**src/pool_pkg.sv**
```systemverilog
package pool_pkg;

  // Output pixel and accumulator widths, both signed
  localparam int WORD_WIDTH = 8;
  localparam int ACC_WIDTH  = 16;

  // Number of lanes every beat struct is sized for
  localparam int MAX_UNITS = 4;

  // Negative slope of the leaky ReLU is 2**-LRELU_SHIFT
  localparam int LRELU_SHIFT = 3;

  // Saturation bounds of a requantized pixel
  localparam int PIX_MAX = (1 << (WORD_WIDTH - 1)) - 1;
  localparam int PIX_MIN = -(1 << (WORD_WIDTH - 1));

  typedef logic signed [ACC_WIDTH-1:0]  acc_t;
  typedef logic signed [WORD_WIDTH-1:0] pix_t;

  // One pixel position of accumulator values from the convolution engine
  typedef struct packed {
    acc_t [MAX_UNITS-1:0] data;
    logic                 last;
  } acc_beat_t;

  // One pixel position of requantized values
  typedef struct packed {
    pix_t [MAX_UNITS-1:0] data;
    logic                 last;
  } pix_beat_t;

  // Lanewise signed maximum, shared by the pooling stage
  function automatic pix_t max_pix(input pix_t a, input pix_t b);
    if (a > b) begin
      max_pix = a;
    end else begin
      max_pix = b;
    end
  endfunction

endpackage

```
**src/lrelu_stage.sv**
```systemverilog
module lrelu_stage
  import pool_pkg::*;
#(
  parameter int UNITS = MAX_UNITS
) (
  input  logic      aclk,
  input  logic      i_rst_n,
  input  logic      i_valid,
  input  acc_beat_t i_beat,
  output logic      o_ready,
  output logic      o_valid,
  output pix_beat_t o_beat,
  input  logic      i_ready
);

  pix_beat_t next_beat;
  logic      in_fire;

  // Leaky ReLU followed by saturation to the signed pixel range
  function automatic pix_t lrelu_sat(input acc_t value);
    acc_t scaled;
    if (value[ACC_WIDTH-1]) begin
      scaled = value >>> LRELU_SHIFT;
    end else begin
      scaled = value;
    end
    if (scaled > acc_t'(PIX_MAX)) begin
      lrelu_sat = pix_t'(PIX_MAX);
    end else if (scaled < acc_t'(PIX_MIN)) begin
      lrelu_sat = pix_t'(PIX_MIN);
    end else begin
      lrelu_sat = pix_t'(scaled);
    end
  endfunction

  // The output register can take a new beat when it is empty or drains now
  assign o_ready = !o_valid || i_ready;
  assign in_fire = i_valid && o_ready;

  always_comb begin
    next_beat = '0;
    for (int u = 0; u < UNITS; u++) begin
      next_beat.data[u] = lrelu_sat(i_beat.data[u]);
    end
    next_beat.last = i_beat.last;
  end

  always_ff @(posedge aclk) begin
    if (!i_rst_n) begin
      o_valid <= 1'b0;
    end else if (o_ready) begin
      o_valid <= i_valid;
    end
  end

  always_ff @(posedge aclk) begin
    if (in_fire) begin
      o_beat <= next_beat;
    end
  end

  // A stalled beat must not change under the downstream FIFO
  a_hold_stable: assert property (
    @(posedge aclk) disable iff (!i_rst_n)
    o_valid && !i_ready |=> o_valid && $stable(o_beat)
  ) else $error("lrelu_stage: output beat changed while stalled");

endmodule

```
**src/stream_fifo.sv**
```systemverilog
module stream_fifo
  import pool_pkg::*;
#(
  parameter int FIFO_DEPTH = 8
) (
  input  logic      aclk,
  input  logic      i_rst_n,
  input  logic      i_wr_valid,
  input  pix_beat_t i_wr_beat,
  output logic      o_wr_ready,
  output logic      o_rd_valid,
  output pix_beat_t o_rd_beat,
  input  logic      i_rd_ready
);

  localparam int PTR_WIDTH = $clog2(FIFO_DEPTH);

  pix_beat_t            mem [FIFO_DEPTH];
  logic [PTR_WIDTH-1:0] wr_ptr;
  logic [PTR_WIDTH-1:0] rd_ptr;
  logic [PTR_WIDTH:0]   count;
  logic                 wr_en;
  logic                 rd_en;

  assign o_wr_ready = (count != (PTR_WIDTH + 1)'(FIFO_DEPTH));
  assign o_rd_valid = (count != '0);
  assign o_rd_beat  = mem[rd_ptr];

  assign wr_en = i_wr_valid && o_wr_ready;
  assign rd_en = o_rd_valid && i_rd_ready;

  // Pointers wrap on their own since the depth is a power of two
  always_ff @(posedge aclk) begin
    if (!i_rst_n) begin
      wr_ptr <= '0;
      rd_ptr <= '0;
    end else begin
      if (wr_en) begin
        wr_ptr <= wr_ptr + 1'b1;
      end
      if (rd_en) begin
        rd_ptr <= rd_ptr + 1'b1;
      end
    end
  end

  always_ff @(posedge aclk) begin
    if (!i_rst_n) begin
      count <= '0;
    end else begin
      case ({wr_en, rd_en})
        2'b10:   count <= count + 1'b1;
        2'b01:   count <= count - 1'b1;
        default: count <= count;
      endcase
    end
  end

  always_ff @(posedge aclk) begin
    if (wr_en) begin
      mem[wr_ptr] <= i_wr_beat;
    end
  end

  a_count_max: assert property (
    @(posedge aclk) disable iff (!i_rst_n)
    count <= (PTR_WIDTH + 1)'(FIFO_DEPTH)
  ) else $error("stream_fifo: occupancy above depth");

  // An empty FIFO leaves zero only by a write and never by wrapping down
  a_count_floor: assert property (
    @(posedge aclk) disable iff (!i_rst_n)
    count == '0 && !wr_en |=> count == '0
  ) else $error("stream_fifo: occupancy wrapped below zero");

endmodule

```
**src/maxpool_2x2.sv**
```systemverilog
module maxpool_2x2
  import pool_pkg::*;
#(
  parameter int UNITS    = MAX_UNITS,
  parameter int IM_WIDTH = 8
) (
  input  logic      aclk,
  input  logic      i_rst_n,
  input  logic      i_valid,
  input  pix_beat_t i_beat,
  output logic      o_ready,
  output logic      o_valid,
  output pix_beat_t o_beat,
  input  logic      i_ready
);

  localparam int HALF   = IM_WIDTH / 2;
  localparam int COL_W  = $clog2(IM_WIDTH);
  localparam int HALF_W = (HALF > 1) ? $clog2(HALF) : 1;

  // Column pair maxima of the even row with one entry per output column
  pix_t [MAX_UNITS-1:0] row_mem [HALF];

  pix_t [MAX_UNITS-1:0] held;
  pix_t [MAX_UNITS-1:0] pair_max;
  pix_t [MAX_UNITS-1:0] row_rd;
  pix_beat_t            pooled;

  logic [COL_W-1:0]  col;
  logic [HALF_W-1:0] half_idx;
  logic              row_odd;
  logic              col_odd;
  logic              col_end;
  logic              in_fire;
  logic              out_fire;

  // Input stalls only while a finished window is still waiting downstream
  assign o_ready  = !o_valid || i_ready;
  assign in_fire  = i_valid && o_ready;
  assign out_fire = o_valid && i_ready;

  assign col_odd  = col[0];
  assign col_end  = (col == COL_W'(IM_WIDTH - 1));
  assign half_idx = HALF_W'(col >> 1);
  assign row_rd   = row_mem[half_idx];

  always_comb begin
    pair_max = '0;
    pooled   = '0;
    for (int u = 0; u < UNITS; u++) begin
      pair_max[u]    = max_pix(held[u], i_beat.data[u]);
      pooled.data[u] = max_pix(pair_max[u], row_rd[u]);
    end
    pooled.last = i_beat.last;
  end

  // Raster position tracking where the frame height comes from last
  always_ff @(posedge aclk) begin
    if (!i_rst_n) begin
      col     <= '0;
      row_odd <= 1'b0;
    end else if (in_fire) begin
      if (i_beat.last) begin
        col     <= '0;
        row_odd <= 1'b0;
      end else if (col_end) begin
        col     <= '0;
        row_odd <= !row_odd;
      end else begin
        col <= col + 1'b1;
      end
    end
  end

  always_ff @(posedge aclk) begin
    if (!i_rst_n) begin
      o_valid <= 1'b0;
    end else if (in_fire && row_odd && col_odd) begin
      o_valid <= 1'b1;
    end else if (out_fire) begin
      o_valid <= 1'b0;
    end
  end

  always_ff @(posedge aclk) begin
    if (in_fire) begin
      if (!col_odd) begin
        held <= i_beat.data;
      end else if (!row_odd) begin
        row_mem[half_idx] <= pair_max;
      end else begin
        o_beat <= pooled;
      end
    end
  end

  // Frames must be whole row pairs, so last can only close an odd row
  a_last_pos: assert property (
    @(posedge aclk) disable iff (!i_rst_n)
    in_fire && i_beat.last |-> row_odd && col_end
  ) else $error("maxpool_2x2: last outside the final column of an odd row");

endmodule

```
**src/lrelu_pool_top.sv**
```systemverilog
module lrelu_pool_top
  import pool_pkg::*;
#(
  parameter int UNITS      = 4,
  parameter int IM_WIDTH   = 8,
  parameter int FIFO_DEPTH = 8
) (
  input  logic      aclk,
  input  logic      i_rst_n,
  input  logic      i_acc_valid,
  input  acc_beat_t i_acc,
  output logic      o_acc_ready,
  output logic      o_pool_valid,
  output pix_beat_t o_pool,
  input  logic      i_pool_ready
);

  logic      lr_valid;
  logic      lr_ready;
  pix_beat_t lr_beat;

  logic      fq_valid;
  logic      fq_ready;
  pix_beat_t fq_beat;

  lrelu_stage #(
    .UNITS (UNITS)
  ) u_lrelu (
    .aclk    (aclk),
    .i_rst_n (i_rst_n),
    .i_valid (i_acc_valid),
    .i_beat  (i_acc),
    .o_ready (o_acc_ready),
    .o_valid (lr_valid),
    .o_beat  (lr_beat),
    .i_ready (lr_ready)
  );

  // Absorbs pooling stalls so the activation stage keeps streaming
  stream_fifo #(
    .FIFO_DEPTH (FIFO_DEPTH)
  ) u_fifo (
    .aclk       (aclk),
    .i_rst_n    (i_rst_n),
    .i_wr_valid (lr_valid),
    .i_wr_beat  (lr_beat),
    .o_wr_ready (lr_ready),
    .o_rd_valid (fq_valid),
    .o_rd_beat  (fq_beat),
    .i_rd_ready (fq_ready)
  );

  maxpool_2x2 #(
    .UNITS    (UNITS),
    .IM_WIDTH (IM_WIDTH)
  ) u_pool (
    .aclk    (aclk),
    .i_rst_n (i_rst_n),
    .i_valid (fq_valid),
    .i_beat  (fq_beat),
    .o_ready (fq_ready),
    .o_valid (o_pool_valid),
    .o_beat  (o_pool),
    .i_ready (i_pool_ready)
  );

endmodule

```
**config.mk**
```make
export PLATFORM = sky130hd
export DESIGN_NAME = lrelu_pool_top
export DESIGN_NICKNAME = d
export VERILOG_FILES = /design/src/pool_pkg.sv /design/src/lrelu_stage.sv /design/src/stream_fifo.sv /design/src/maxpool_2x2.sv /design/src/lrelu_pool_top.sv
export SDC_FILE = /design/constraint.sdc
export NUM_CORES = 1
export LEC_CHECK = 0
export ABC_AREA = 1
export BUFFER_PORTS_ARGS = -buffer_cell sky130_fd_sc_hd__buf_2
export CORE_MARGIN = 2
export CORE_UTILIZATION = 49
export CTS_CLUSTER_DIAMETER = 100
export DETAILED_ROUTE_END_ITERATION = 8
export GPL_TIMING_DRIVEN = 0
export PLACE_DENSITY_LB_ADDON = 0.2
export SYNTH_ARGS = -nofsm -noshare
export SYNTH_HDL_FRONTEND = slang
export SYNTH_SLANG_ARGS = --single-unit
```
**constraint.sdc**
```tcl
create_clock -name aclk -period 5 [get_ports aclk]
set_input_delay 1 -clock aclk [delete_from_list [all_inputs] [get_ports aclk]]
set_output_delay 1 -clock aclk [all_outputs]
set_load 0.01 [all_outputs]
```
==> impl_results.md <==
- Sw Pwr: 8.469 mW
- Leading post-synthesis cells by cell area: sky130_fd_sc_hd__edfxtp_1 65%, sky130_fd_sc_hd__nand2_1 5.9%, sky130_fd_sc_hd__ha_1 3.9%, sky130_fd_sc_hd__nor2_1 3.8%, sky130_fd_sc_hd__o21ai_0 3.6%
- Syn avg cell area: 11.41 sq um
- Final cell count without fillers: 2820
- Sequential-to-total area share from yosys stat: 66.67%
- Die X-Extent: 219.2 um
- Fin crit share: 92.57%
- Met3 layer usage reported by global route: 3.119%
- Crit path kind: reg -> reg
- Source of the worst hold timing path: u_fifo.rd_ptr[2]$_SDFFE_PN0P_
- Detailed router's first-iteration violation count: 1213
- Total non-filler cell area in the finished layout: 26130 sq um
- Met1 demand-to-capacity share in global routing: 30.25%
- Unrepaired setup endpoints after global routing: false
- Worst stage delay on the critical path: 0.34 ns
- CP delay by family, top: simple AND/OR/NAND/NOR gates
- FF+latch count, synth: 511
- Hold buffer count at cts: 0
- Sinks on Clock Net: 511
- Slew margin rel.: 35.80%
- Synth top area share: 64.81%
- Final-report hold violation count: 0
- H-Tree Level Count: 2
- Count of fill cells added during filler insertion: 3678
- Cell type with the highest occurrence count on the critical path: sky130_fd_sc_hd__nand2_1
- Wire length of the first global-routing pass: 83770 um
- GRT Util Overall: 22.87%
- Ys flop type: sky130_fd_sc_hd__edfxtp_1
- Kind of start point of the critical path: flip-flop
- Drt via density: 5.487
- Area of the die: 48070 sq um
- Final weighted congestion in routability-driven placement: 0.8546
- Setup slack of the worst register-to-register path: 0.37 ns
- Leakage component of the power: 10.03 nW
- Estimated wirelength of the detail-placed design: 37190 um
- Commonest cells post-synth: 490 x sky130_fd_sc_hd__edfxtp_1, 358 x sky130_fd_sc_hd__nand2_1, 232 x sky130_fd_sc_hd__nor2_1
- Final setup fails: 0
- F_max: 216.1 MHz
- Most frequently used cell type in the post-synthesis netlist: sky130_fd_sc_hd__edfxtp_1
- Final core area utilization: 57.34%
- Combinational Power Share: 49.5%
- Max-Cap Viols: 0
- Initial Utilization: 49.81%
- Final wirelength: 54190 um
- Gate Count Post-Synth: 1990
- Number of antenna violations at the first check in global routing: 0
- YS warnings: 0
- Critical path buffers and inverters: 6
- Vias in the first global route: 14970
- Max-slew violation count: 0
- CP max stage cell: sky130_fd_sc_hd__o21ai_2
- Max clock buf depth: 3
- Switching Fraction: 42.39%
- Distinct cell type count of the synthesized netlist: 42
- Chip height: 219.2 um
- Number of nets produced by synthesis: 2131
- Root buffer cell: sky130_fd_sc_hd__clkbuf_16
- Share of post-route cells with drive strength above 1: 15.05%
- Worst Path Max Fanout: 10
- Internal power: 11.51 mW
- Number of top-level design ports: 104
- Hold Worst Slack: 0.4472 ns
- Proportion of power drawn by flip-flops and latches: 32.5%
- TritonCTS clock tree: done
- Power share of the clock group: 18.0%
- Total inserted antenna cells: 0
- Cell Rows: 78
- Max rail drop VDD: 0.0004714 V
- Number of nets with antenna violations after detailed routing: 0
- Worst skew pair latency: 0.61 ns
- Total number of vias: 15470
- Largest net degree at the start of global routing: 34
- Min cycle time layout: 4.628 ns
- Cell taking the most area after synthesis: sky130_fd_sc_hd__edfxtp_1
- Pre-CTS setup slack: -0.1089 ns
- Syn Std Cell Area: 22700 sq um
- Count of flip-flops with a built-in enable after synthesis: 490
- Final worst setup slack: 0.3717 ns
- Instance area at placement: 24380 sq um
- Data required time of the worst path: 5.34 ns
- Detailed-routing iteration count for the pre-antenna-repair pass: 7
- Post-synthesis async set-or-reset flop share: 0%
- Post-placement cell count: 2713
- Class of the tightest hold or removal check: reg -> reg
- Number of clock buffers inserted by TritonCTS: 53
- Layout overhead on the synthesized area: 15.11%
- Post-detailed-route DRC marker count: 0
- Areal power density over the cells: 764.5 nW/um^2
- Busiest grt layer: met2
- Clock transition at the register clock pins on the worst setup and hold paths after CTS: 0.06 ns
- Tightest Pin Transition: 0.9607 ns
- Final #Nets: 2321
- Endpoint kind of the worst setup timing path: flip-flop
- Arrival time at the worst endpoint: 4.97 ns
- Overflow left after global routing: 0
- Worst setup skew after layout: 0.02438 ns
- Count of buffers from port buffering: 101
- Average routed wire per standard cell: 19.21 um
- Run status: finished clean
- Area of the core region: 45580 sq um
- Met2 usage in global routing: 39.57%
-- stage by stage --
step / power (mW) / TNS [ns]
floorplan: 12.90 / 0
global placement: 15.49 / -188.47
detailed placement: 15.82 / -1.866
CTS: 19.49 / 0
global route: 21.51 / 0
finish: 19.98 / 0
-- placed cells by master, fill, tap and decap left out, drive strengths merged, types with 21 or more instances in the layout --
| cell | n |
|---|---|
| o21ai | 202 |
| o22ai | 37 |
| and2 | 35 |
| o211ai | 48 |
| ha | 71 |
| clkbuf | 112 |
| clkinv | 28 |
| a32oi | 28 |
| nor2 | 232 |
| nand2 | 358 |
| inv | 185 |
| nand4 | 46 |
| nand3 | 50 |
| a21oi | 64 |
| buf | 169 |
| dfxtp | 21 |
| edfxtp | 490 |
-- cell type report --
cell class / instances / area (sq um) / area share [%]
timing repair buffer: 135 / 925.9 / 3.543
sequential: 511 / 15130 / 57.91
clock inverter: 31 / 198.9 / 0.7613
inverter: 184 / 690.7 / 2.643
buffer: 82 / 417.9 / 1.599
clock buffer: 64 / 1368 / 5.233
multi-input combinational: 1213 / 6646 / 25.43
tap: 600 / 750.7 / 2.873
-- power groups by stage --
stage	Sequential, mW	Combinational [mW]	Clock, mW
2_1_floorplan	6.53	6.37	0
3_3_place_gp	6.59	8.91	0
3_5_place_dp	6.57	9.25	0
4_1_cts	6.48	9.35	3.66
5_1_grt	6.53	11.2	3.82
6_report	6.48	9.89	3.60
-- routing by layer --
metal / vias up / wire length [um] / share of wire [%]
met2: 461 / 26670 / 49
li1: 7450 / - / -
met4: 0 / 1296 / 2.4
met1: 7473 / 23290 / 43
met5: - / 0 / 0
met3: 90 / 2930 / 5.4
-- sequential cells by signal, summed over array words and instances, names as in the netlist, named ones only --
register / flops
u_lrelu.o_beat: 33
u_fifo.count: 4
u_lrelu.o_valid: 1
u_fifo.mem: 264
u_pool.o_beat: 33
u_pool.col: 3
u_pool.held: 32
u_pool.row_mem: 128
u_fifo.wr_ptr: 3
u_pool.row_odd: 1
u_fifo.rd_ptr: 3
u_pool.o_valid: 1
-- worst paths after layout --
path	endpoint	cells after the start
hold / removal	u_fifo.rd_ptr[2]$_SDFFE_PN0P_	1
setup reg to reg	u_pool.o_beat[19]$_DFFE_PP_	27
hold reg to reg	u_fifo.rd_ptr[2]$_SDFFE_PN0P_	1
setup / recovery	u_pool.o_beat[19]$_DFFE_PP_	27
-- logic make-up (layout without fill, tap and decap cells) --
group	count (synthesis)	in the layout	synth area share, %
compound gates	393	393	10.76
xor+xnor	1	1	0.03859
fa+ha+maj	72	72	4.001
buf+inv	266	496	4.756
flops	511	511	66.67
mux	2	2	0.08819
simple gates	745	745	13.69
-- worst register-to-register path, stage by stage (launching register included) --
cell                       delay (ns)
sky130_fd_sc_hd__dfxtp_1         0.32
sky130_fd_sc_hd__buf_4           0.19
sky130_fd_sc_hd__inv_2           0.09
sky130_fd_sc_hd__buf_6           0.14
sky130_fd_sc_hd__buf_2           0.22
sky130_fd_sc_hd__nor2_1          0.14
sky130_fd_sc_hd__o22ai_1         0.11
sky130_fd_sc_hd__o21ai_2         0.34
sky130_fd_sc_hd__ha_1            0.33
sky130_fd_sc_hd__nand2_1         0.09
sky130_fd_sc_hd__inv_1           0.04
sky130_fd_sc_hd__nand2_1         0.05
sky130_fd_sc_hd__nand2_1         0.06
sky130_fd_sc_hd__nor2_1          0.08
sky130_fd_sc_hd__nand3_1         0.26
sky130_fd_sc_hd__nand3_2         0.25
sky130_fd_sc_hd__nand2_1         0.11
sky130_fd_sc_hd__and2_1          0.22
sky130_fd_sc_hd__ha_1            0.32
sky130_fd_sc_hd__nand2_1         0.08
sky130_fd_sc_hd__nor2_1          0.15
sky130_fd_sc_hd__nand2_1         0.07
sky130_fd_sc_hd__o211ai_1        0.08
sky130_fd_sc_hd__nand2_1         0.13
sky130_fd_sc_hd__a21oi_4         0.23
sky130_fd_sc_hd__inv_2           0.12
sky130_fd_sc_hd__nand2_1         0.08
sky130_fd_sc_hd__nand2_1         0.07
-- timing repair --
| item | in CTS | in global routing |
|---|---|---|
| gates resized for setup | 7 | 38 |
| pin swaps | 0 | 5 |
| setup buffers | 0 | 12 |
| gates cloned | 0 | 0 |
| setup endpoints to repair | 24 | 32 |
Note: power is estimated with default switching activity, not from simulation.
